<file path="config.mk">
export PLATFORM = sky130hd
export DESIGN_NAME = riscv_core
export DESIGN_NICKNAME = d
export VERILOG_FILES = /design/src/hdl/core_ctrl_pkg.sv /design/src/hdl/riscv_isa_pkg.sv /design/src/hdl/alu.sv /design/src/hdl/alu_controller.sv /design/src/hdl/immediate_generator.sv /design/src/hdl/main_controller.sv /design/src/hdl/program_counter.sv /design/src/hdl/register_bank.sv /design/src/hdl/riscv_core.sv
export SDC_FILE = /design/constraint.sdc
export NUM_CORES = 2
export LEC_CHECK = 0
export ABC_AREA = 1
export BUFFER_PORTS_ARGS = -buffer_cell sky130_fd_sc_hd__buf_2
export CORE_MARGIN = 5
export CORE_UTILIZATION = 39
export CTS_BUF_LIST = sky130_fd_sc_hd__clkbuf_4 sky130_fd_sc_hd__clkbuf_8
export CTS_CLUSTER_DIAMETER = 40
export CTS_CLUSTER_SIZE = 10
export DETAILED_ROUTE_END_ITERATION = 8
export GPL_TIMING_DRIVEN = 1
export PLACE_DENSITY = 0.52
export REMOVE_ABC_BUFFERS = 1
export SLEW_MARGIN = 20
export SYNTH_ARGS = -nofsm -noshare
export SYNTH_HDL_FRONTEND = slang
export SYNTH_HIERARCHICAL = 1
export SYNTH_SLANG_ARGS = --single-unit
</file>
<file path="constraint.sdc">
create_clock -name clk -period 7.5 [get_ports clk]
set_input_delay 1.5 -clock clk [delete_from_list [all_inputs] [get_ports clk]]
set_output_delay 1.5 -clock clk [all_outputs]
set_load 0.01 [all_outputs]
</file>
<file path="src/hdl/core_ctrl_pkg.sv">
package core_ctrl_pkg;

    // Class code built from opcode bits 6:4 and 2
    typedef enum logic [3:0] {
        CLS_LOAD   = 4'b0000,
        CLS_IMM    = 4'b0010,
        CLS_AUIPC  = 4'b0011,
        CLS_STORE  = 4'b0100,
        CLS_REG    = 4'b0110,
        CLS_LUI    = 4'b0111,
        CLS_BRANCH = 4'b1100
    } alu_option_t;

    typedef enum logic [3:0] {
        ALU_ADD, ALU_SUB, ALU_SLL, ALU_SLT, ALU_SLTU, ALU_XOR,
        ALU_SRL, ALU_SRA, ALU_OR, ALU_AND, ALU_PASS_B
    } alu_op_t;

    typedef enum logic [1:0] {
        SEL_RS1  = 2'b00,
        SEL_PC   = 2'b01,  // auipc
        SEL_ZERO = 2'b10   // lui
    } operand_a_sel_t;

    typedef enum logic [1:0] {
        IMM_I,
        IMM_S,
        IMM_B,
        IMM_U
    } imm_fmt_t;

endpackage

</file>
<file path="src/hdl/riscv_isa_pkg.sv">
package riscv_isa_pkg;

    localparam int XLEN       = 32;               // Data and instruction width
    localparam int REG_ADDR_W = 5;
    localparam int NUM_REGS   = 1 << REG_ADDR_W;  // x0 to x31
    localparam int FUNCT3_W   = 3;

    // ####################
    // Major opcodes
    // ####################
    typedef enum logic [6:0] {
        OP_LOAD   = 7'b0000011,
        OP_IMM    = 7'b0010011,
        OP_AUIPC  = 7'b0010111,
        OP_STORE  = 7'b0100011,
        OP_REG    = 7'b0110011,
        OP_LUI    = 7'b0110111,
        OP_BRANCH = 7'b1100011
    } opcode_t;

    // ####################
    // Branch funct3
    // ####################
    localparam logic [FUNCT3_W-1:0] F3_BEQ  = 3'b000;
    localparam logic [FUNCT3_W-1:0] F3_BNE  = 3'b001;
    localparam logic [FUNCT3_W-1:0] F3_BLT  = 3'b100;
    localparam logic [FUNCT3_W-1:0] F3_BGE  = 3'b101;
    localparam logic [FUNCT3_W-1:0] F3_BLTU = 3'b110;
    localparam logic [FUNCT3_W-1:0] F3_BGEU = 3'b111;

    // ####################
    // ALU funct3
    // ####################
    localparam logic [FUNCT3_W-1:0] F3_ADD  = 3'b000;  // Also sub
    localparam logic [FUNCT3_W-1:0] F3_SLL  = 3'b001;
    localparam logic [FUNCT3_W-1:0] F3_SLT  = 3'b010;
    localparam logic [FUNCT3_W-1:0] F3_SLTU = 3'b011;
    localparam logic [FUNCT3_W-1:0] F3_XOR  = 3'b100;
    localparam logic [FUNCT3_W-1:0] F3_SR   = 3'b101;  // srl and sra
    localparam logic [FUNCT3_W-1:0] F3_OR   = 3'b110;
    localparam logic [FUNCT3_W-1:0] F3_AND  = 3'b111;

endpackage

</file>
<file path="src/hdl/alu.sv">
module alu (
    input  logic                              clk,
    input  logic [riscv_isa_pkg::XLEN-1:0]    operand_a,
    input  logic [riscv_isa_pkg::XLEN-1:0]    operand_b,
    input  core_ctrl_pkg::alu_op_t            alu_operation,
    output logic [riscv_isa_pkg::XLEN-1:0]    result
);
    import core_ctrl_pkg::*;

    logic [4:0] shamt;

    assign shamt = operand_b[4:0];  // Low 5 bits only

    always_comb begin
        case (alu_operation)
            ALU_ADD:    result = operand_a + operand_b;
            ALU_SUB:    result = operand_a - operand_b;
            ALU_SLL:    result = operand_a << shamt;
            ALU_SLT:    result = {31'b0, $signed(operand_a) < $signed(operand_b)};
            ALU_SLTU:   result = {31'b0, operand_a < operand_b};
            ALU_XOR:    result = operand_a ^ operand_b;
            ALU_SRL:    result = operand_a >> shamt;
            ALU_SRA:    result = $unsigned($signed(operand_a) >>> shamt);
            ALU_OR:     result = operand_a | operand_b;
            ALU_AND:    result = operand_a & operand_b;
            ALU_PASS_B: result = operand_b;             // lui
            default:    result = '0;
        endcase
    end

    // ####################
    // Checks
    // ####################
    operation_defined: assert property (
        @(posedge clk)
        alu_operation inside {ALU_ADD, ALU_SUB, ALU_SLL, ALU_SLT, ALU_SLTU, ALU_XOR,
                              ALU_SRL, ALU_SRA, ALU_OR, ALU_AND, ALU_PASS_B}
    ) else $error("Undefined ALU operation %0d", alu_operation);

endmodule

</file>
<file path="src/hdl/alu_controller.sv">
module alu_controller (
    input  core_ctrl_pkg::alu_option_t             alu_option,
    input  logic [riscv_isa_pkg::FUNCT3_W-1:0]     funct3,
    input  logic                                   funct7_bit5,
    output core_ctrl_pkg::alu_op_t                 alu_operation
);
    import riscv_isa_pkg::*;
    import core_ctrl_pkg::*;

    always_comb begin
        alu_operation = ALU_ADD;  // Loads, stores, auipc
        case (alu_option)
            CLS_LUI: alu_operation = ALU_PASS_B;
            CLS_IMM, CLS_REG: begin
                case (funct3)
                    F3_ADD: begin
                        // Only the register form has sub
                        if (alu_option == CLS_REG && funct7_bit5) begin
                            alu_operation = ALU_SUB;
                        end else begin
                            alu_operation = ALU_ADD;
                        end
                    end
                    F3_SLL:  alu_operation = ALU_SLL;
                    F3_SLT:  alu_operation = ALU_SLT;
                    F3_SLTU: alu_operation = ALU_SLTU;
                    F3_XOR:  alu_operation = ALU_XOR;
                    F3_SR:   alu_operation = funct7_bit5 ? ALU_SRA : ALU_SRL;
                    F3_OR:   alu_operation = ALU_OR;
                    default: alu_operation = ALU_AND;
                endcase
            end
            CLS_BRANCH: begin
                case (funct3)
                    F3_BEQ, F3_BNE: alu_operation = ALU_SUB;  // Zero test
                    F3_BLT, F3_BGE: alu_operation = ALU_SLT;
                    default:        alu_operation = ALU_SLTU;
                endcase
            end
            default: begin
            end
        endcase
    end

endmodule

</file>
<file path="src/hdl/immediate_generator.sv">
module immediate_generator (
    input  logic [riscv_isa_pkg::XLEN-1:0] instruction,
    output logic [riscv_isa_pkg::XLEN-1:0] immediate
);
    import riscv_isa_pkg::*;
    import core_ctrl_pkg::*;

    imm_fmt_t imm_format;

    always_comb begin
        case (opcode_t'(instruction[6:0]))
            OP_STORE:         imm_format = IMM_S;
            OP_BRANCH:        imm_format = IMM_B;
            OP_LUI, OP_AUIPC: imm_format = IMM_U;
            default:          imm_format = IMM_I;  // Loads and ALU immediates
        endcase
    end

    always_comb begin
        case (imm_format)
            IMM_S: immediate = {{20{instruction[31]}}, instruction[31:25], instruction[11:7]};
            IMM_B: begin
                immediate = {{19{instruction[31]}}, instruction[31], instruction[7],
                             instruction[30:25], instruction[11:8], 1'b0};
            end
            IMM_U:   immediate = {instruction[31:12], 12'b0};
            default: immediate = {{20{instruction[31]}}, instruction[31:20]};
        endcase
    end

endmodule

</file>
<file path="src/hdl/main_controller.sv">
module main_controller (
    input  logic                          reset,
    input  riscv_isa_pkg::opcode_t        opcode,
    output logic                          branch,
    output logic                          memory_read,
    output logic                          memory_to_register,
    output core_ctrl_pkg::alu_option_t    alu_option,
    output logic                          memory_write,
    output logic                          alu_source,
    output logic                          register_write,
    output core_ctrl_pkg::operand_a_sel_t AuipcLui
);
    import core_ctrl_pkg::*;

    assign alu_option = alu_option_t'({opcode[6:4], opcode[2]});

    always_comb begin
        alu_source         = 1'b0;  // All low for unknown opcodes
        memory_to_register = 1'b0;
        memory_read        = 1'b0;
        memory_write       = 1'b0;
        register_write     = 1'b0;
        branch             = 1'b0;
        AuipcLui           = SEL_RS1;

        case (alu_option)
            CLS_LOAD: begin
                alu_source         = 1'b1;
                memory_to_register = 1'b1;  // Write back the loaded word
                memory_read        = 1'b1;
                register_write     = 1'b1;
            end
            CLS_IMM: begin
                alu_source     = 1'b1;
                register_write = 1'b1;
            end
            CLS_AUIPC: begin
                alu_source     = 1'b1;
                register_write = 1'b1;
                AuipcLui       = SEL_PC;    // PC plus upper immediate
            end
            CLS_STORE: begin
                alu_source   = 1'b1;        // Address is rs1 plus offset
                memory_write = 1'b1;
            end
            CLS_REG: begin
                register_write = 1'b1;
            end
            CLS_LUI: begin
                alu_source     = 1'b1;
                register_write = 1'b1;
                AuipcLui       = SEL_ZERO;
            end
            CLS_BRANCH: begin
                branch = 1'b1;              // Compare rs1 with rs2
            end
            default: begin
            end
        endcase

        // Nothing retires while reset is held
        if (reset) begin
            register_write = 1'b0;
            memory_write   = 1'b0;
        end
    end

endmodule

</file>
<file path="src/hdl/program_counter.sv">
module program_counter (
    input  logic                                clk,
    input  logic                                reset,
    input  logic                                branch,
    input  logic [riscv_isa_pkg::FUNCT3_W-1:0]  funct3,
    input  logic [riscv_isa_pkg::XLEN-1:0]      alu_result,
    input  logic [riscv_isa_pkg::XLEN-1:0]      immediate,
    output logic [riscv_isa_pkg::XLEN-1:0]      pc
);
    import riscv_isa_pkg::*;

    logic            taken;
    logic [XLEN-1:0] pc_next;

    always_comb begin
        case (funct3)
            F3_BEQ:           taken = (alu_result == '0);
            F3_BNE:           taken = (alu_result != '0);
            F3_BLT, F3_BLTU:  taken = alu_result[0];   // Set-less-than result
            F3_BGE, F3_BGEU:  taken = !alu_result[0];
            default:          taken = 1'b0;
        endcase
    end

    assign pc_next = (branch && taken) ? pc + immediate : pc + 32'd4;

    always_ff @(posedge clk) begin
        if (reset) begin
            pc <= '0;
        end else begin
            pc <= pc_next;
        end
    end

    pc_aligned: assert property (@(posedge clk) disable iff (reset) pc[1:0] == 2'b00)
        else $error("PC not word aligned: %h", pc);

endmodule

</file>
<file path="src/hdl/register_bank.sv">
module register_bank (
    input  logic                                  clk,
    input  logic                                  reset,
    input  logic [riscv_isa_pkg::REG_ADDR_W-1:0]  read_register_1,
    input  logic [riscv_isa_pkg::REG_ADDR_W-1:0]  read_register_2,
    input  logic [riscv_isa_pkg::REG_ADDR_W-1:0]  write_register,
    input  logic [riscv_isa_pkg::XLEN-1:0]        write_data,
    input  logic                                  register_write,
    output logic [riscv_isa_pkg::XLEN-1:0]        read_data_1,
    output logic [riscv_isa_pkg::XLEN-1:0]        read_data_2
);
    import riscv_isa_pkg::*;

    logic [XLEN-1:0] registers [NUM_REGS];

    always_ff @(posedge clk) begin
        if (reset) begin
            for (int i = 0; i < NUM_REGS; i++) begin
                registers[i] <= '0;
            end
        end else if (register_write && write_register != '0) begin  // x0 stays zero
            registers[write_register] <= write_data;
        end
    end

    // Asynchronous read ports
    assign read_data_1 = (read_register_1 == '0) ? '0 : registers[read_register_1];
    assign read_data_2 = (read_register_2 == '0) ? '0 : registers[read_register_2];

endmodule

</file>
<file path="src/hdl/riscv_core.sv">
module riscv_core (
    input  logic                                  clk,
    input  logic                                  reset,
    // ####################
    // Fetch port
    // ####################
    output logic [riscv_isa_pkg::XLEN-1:0]        instruction_address,
    input  logic [riscv_isa_pkg::XLEN-1:0]        instruction,
    // ####################
    // Data port
    // ####################
    output logic [riscv_isa_pkg::XLEN-1:0]        data_address,
    output logic [riscv_isa_pkg::XLEN-1:0]        data_write_data,
    output logic                                  memory_read,
    output logic                                  memory_write,
    input  logic [riscv_isa_pkg::XLEN-1:0]        data_read_data,
    // ####################
    // Write-back port
    // ####################
    output logic                                  register_write,
    output logic [riscv_isa_pkg::REG_ADDR_W-1:0]  write_register,
    output logic [riscv_isa_pkg::XLEN-1:0]        write_back_data
);
    import riscv_isa_pkg::*;
    import core_ctrl_pkg::*;

    logic            alu_source;
    logic            memory_to_register;
    logic            branch;
    alu_option_t     alu_option;
    operand_a_sel_t  operand_a_select;
    alu_op_t         alu_operation;
    logic [XLEN-1:0] immediate;
    logic [XLEN-1:0] read_data_1;
    logic [XLEN-1:0] read_data_2;
    logic [XLEN-1:0] operand_a;
    logic [XLEN-1:0] operand_b;
    logic [XLEN-1:0] alu_result;

    assign write_register  = instruction[11:7];  // rd
    assign data_address    = alu_result;
    assign data_write_data = read_data_2;

    main_controller main_controller0 (
        .reset(reset), .opcode(opcode_t'(instruction[6:0])), .branch(branch),
        .memory_read(memory_read), .memory_to_register(memory_to_register),
        .alu_option(alu_option), .memory_write(memory_write), .alu_source(alu_source),
        .register_write(register_write), .AuipcLui(operand_a_select)
    );

    alu_controller alu_controller0 (
        .alu_option(alu_option), .funct3(instruction[14:12]),
        .funct7_bit5(instruction[30]), .alu_operation(alu_operation)
    );

    register_bank register_bank0 (
        .clk(clk), .reset(reset), .read_register_1(instruction[19:15]),
        .read_register_2(instruction[24:20]), .write_register(write_register),
        .write_data(write_back_data), .register_write(register_write),
        .read_data_1(read_data_1), .read_data_2(read_data_2)
    );

    immediate_generator immediate_generator0 (.instruction(instruction), .immediate(immediate));

    // Source selects
    assign operand_a = (operand_a_select == SEL_PC)   ? instruction_address :
                       (operand_a_select == SEL_ZERO) ? '0 : read_data_1;
    assign operand_b = alu_source ? immediate : read_data_2;
    assign write_back_data = memory_to_register ? data_read_data : alu_result;

    alu alu0 (
        .clk(clk), .operand_a(operand_a), .operand_b(operand_b),
        .alu_operation(alu_operation), .result(alu_result)
    );

    program_counter program_counter0 (
        .clk(clk), .reset(reset), .branch(branch), .funct3(instruction[14:12]),
        .alu_result(alu_result), .immediate(immediate), .pc(instruction_address)
    );

endmodule

</file>
==> key figures <==
Yosys
  – Post-synthesis sequential area ratio: 0.428
  – Main synth FF type: edfxtp_1
  – Post-synth EDFFs: about 1000
  – Ys Warns: 6
  – Synth unique cells: between 50 and 60
  – Asr flop ratio synth: 0
  – Synth Register Bits: 1056
  – Syn Area/Cell: between 6 and 7 um2
  – Synth area leaders: edfxtp_1, nand2_1, nor2_1, nand3_1, o21ai_0
  – Largest area contributor in the netlist: edfxtp_1
  – Cells after synthesis: roughly 11000
  – Post-synth top area share: 0.420
  – Post-Syn Area: around 0.073 mm2

Global routing
  – Total GRT Usage: 0.395
  – Vias in the first global route: ~76000
  – Grt ovf: 0
  – Largest net degree at the start of global routing: 87
  – First-pass GRT wire length: roughly 560 mm
  – Initial antenna violation count: 17

Place
  – Worst slack, placed: -855 ps
  – I/O Buffers: between 200 and 250
  – Final GP Congestion: approximately 1.0
  – Post-detail-place hpwl: ~290 mm

Setup path
  – CP arrival: 5950 ps
  – WP depth: 28
  – Critical R2R Launch: register_bank0/registers[28][1]$_SDFFCE_PN0P_
  – WS Path Type: in2out
  – Worst reg2reg endpoint: program_counter0/pc[4]$_SDFF_PP0_
  – Crit path to: write_back_data[29]
  – Crit path from: instruction[20]
  – R2r setup slk: 1790 ps
  – CP Max Fanout: 24
  – Buf/Inv on CP: 10
  – Crit path top cell by count: nand2_1
  – Req. time, crit path: roughly 6000 ps
  – Crit path max-delay family: simple AND/OR/NAND/NOR gates
  – Max incr delay on CP: between 500 and 600 ps
  – R2R depth: 36
  – CP max-delay cell: nor2_1
  – Crit end category: output port
  – Critical path launch point type: primary input

Detailed routing
  – Antenna-violating nets left: 0
  – Wire per inst: roughly 28 um
  – DR vias: about 80000
  – DRC: 0
  – TritonRoute pass-1 iters: 9
  – Initial DRC Count: around 12000
  – Drt total wl: 408 mm
  – Vias per std cell: ~5.7

Clock tree
  – Clk slew on worst S/H paths: roughly 60 ps
  – H-tree lvl count: 4
  – Clock root buffer: clkbuf_8
  – Max Root-Sink Buffers: 3
  – TritonCTS clock tree: built
  – CTS sink cnt: ~1100
  – Clock latency on the worst-skew pair: ~1000 ps
  – Cts bufs inserted: 203

STA
  – Slew margin rel.: 0.216
  – Clk_skew: around 97 ps
  – Slew Viols, Final: 0
  – Final Setup Violations: 0
  – RSZ-0062 raised after global routing: true
  – F_max: around 130 MHz
  – Final Hold Fails: 0
  – Fin crit share: 0.994
  – Final worst slack: roughly 48 ps
  – Minimum clock period after layout: roughly 7500 ps
  – Slew @ Worst Pin: approximately 1200 ps

Cells and area
  – Share of layout cells above drive strength 1: 0.195
  – Total Nets Final: approximately 12000
  – Final Util: 0.499
  – Layout area overhead: 27.5%

Floorplan
  – Core area: approximately 0.19 mm2
  – Chip Width: roughly 440 um
  – Die ar.: between 0.15 and 0.2 mm2
  – Cell Rows: roughly 160
  – Starting Density: 0.391
  – Chip Height: around 440 um
  – I/O pin cnt: between 200 and 250

Power
  – Peak supply drop: 0.179 mV
  – Static Leak: between 40 and 50 nW
  – Flop pwr share: 0.308
  – Sw frac: 0.396
  – Power share of the clock group: 0.315
  – Internal power: roughly 0.013 W
  – Pwr/cell area: ~240 mW/mm2
  – Psw: 0.00876 W
  – Comb power frac: 0.376

Status
  – Outcome: complete, no violations

Worst hold path
  – Min-delay worst type: reg2reg

Run
  – Maxcap violations: 0
==> worst min-delay path, cell delays in order (launching register included) <==
cell and delay (ps):
dfxtp_1 450, nor2_1 150, nor2_1 50
==> per-stage QoR <==
step | instances | total power, W | hold WS [ps] | area, um2 | setup TNS, ps
floorplan | 9892 | 0.00977 | 538 | 69900 | -
global placement | 13900 | 0.0148 | 667 | 86600 | -41110
detailed placement | 13900 | 0.0148 | 670 | 86600 | -43060
CTS | 14300 | 0.0218 | 679 | 92000 | -8.18
global route | 14300 | 0.0228 | 697 | 93500 | -200
finish | 14300 | 0.0221 | 693 | 93500 | 0
==> timing repair <==
item | in CTS | in global routing
resized for setup | 115 | 304
gates cloned | 2 | 7
setup buffers | 9 | 18
hold buffers | 0 | 0
pin swaps | 7 | 36
endpoints found under the setup margin | 61 | 61
==> routing by layer <==
metal | global-route usage | vias to the layer above | share of wire
met5 | 0 | - | 0.00017
met4 | 0.243 | 10 | 0.072
met3 | 0.0698 | 969 | 0.10
met2 | 0.599 | 5190 | 0.43
met1 | 0.524 | 39500 | 0.39
li1 | - | 36700 | -
==> cell usage after synthesis, types with 39 or more instances <==
cell type / count
edfxtp_1: 1024
nor2_1: 2122
nand4_1: 42
o21ai_0: 557
nor3_1: 55
buf_2: 342
o211ai_1: 39
clkbuf_1: 326
a21oi_1: 229
buf_1: 65
ha_1: 132
nand3_1: 1473
o21ai_1: 48
nand2_1: 3215
inv_1: 643
==> power by group through the flow <==
| stage | combinational (W) | clock, W | sequential, W |
|---|---|---|---|
| floorplan | 0.00288 | 0 | 0.00689 |
| global placement | 0.00784 | 0 | 0.00693 |
| detailed placement | 0.00782 | 0 | 0.00694 |
| CTS | 0.00791 | 0.00704 | 0.00681 |
| global route | 0.00863 | 0.00733 | 0.00684 |
| finish | 0.00832 | 0.00698 | 0.00682 |
==> flip-flops by register name, summed over array words and instances, names as in the netlist <==
name and cells:
register_bank0/registers 1024, program_counter0/pc 32
==> logic make-up after synthesis <==
kind of cell | share of synthesized area
muxes | 0.000137
adders and majority gates | 0.0234
AOI/OAI and AO/OA | 0.0691
other | 0.0000512
DFF | 0.428
buffers and inverters | 0.0822
xor gates and xnor gates | 0.00562
and+or+nand+nor | 0.391
==> cell usage in the layout (no fill, tap or decap), types with 19 or more instances in the layout <==
master and n:
a21oi_1 210, buf_12 185, buf_2 193, buf_4 1130, buf_6 22, bufinv_16 32
clkbuf_4 22, clkbuf_8 204, clkinv_1 29, clkinv_2 23, clkinv_4 19, clkinvlp_4 29
conb_1 32, dfxtp_1 32, edfxtp_1 1024, ha_1 115, inv_1 636, nand2_1 3127
nand2_2 107, nand3_1 1439, nand3_2 42, nand4_1 42, nor2_1 2011, nor2_2 91
nor2_4 42, nor3_1 45, o211ai_1 39, o21ai_0 491, o21ai_1 91, o21ai_2 23
o22ai_1 38, xor2_1 36
==> area by class of cell <==
class	instances	area, um2
diodes	5	12.5
well taps	2495	3120
fillers	18700	93900
repair buffers	1557	14100
clock buffers	226	2970
clock inverters	157	1970
multi-input cells	8176	37300
inverters	660	2590
flip-flops and latches	1056	31400
==> worst min path at each step <==
stage	startpoint	end	slack, ps	cells after the start
2_1_floorplan	program_counter0/pc[0]$_SDFFE_PP0P_	program_counter0/pc[0]$_SDFFE_PP0P_	540	2
3_3_place_gp	program_counter0/pc[0]$_SDFFE_PP0P_	program_counter0/pc[0]$_SDFFE_PP0P_	670	2
3_5_place_dp	program_counter0/pc[1]$_SDFFE_PP0P_	program_counter0/pc[1]$_SDFFE_PP0P_	670	2
4_1_cts	program_counter0/pc[1]$_SDFFE_PP0P_	program_counter0/pc[1]$_SDFFE_PP0P_	680	2
5_1_grt	program_counter0/pc[0]$_SDFFE_PP0P_	program_counter0/pc[0]$_SDFFE_PP0P_	700	2
6_report	program_counter0/pc[1]$_SDFFE_PP0P_	program_counter0/pc[1]$_SDFFE_PP0P_	690	2
Power figures use the tool's default switching activity.
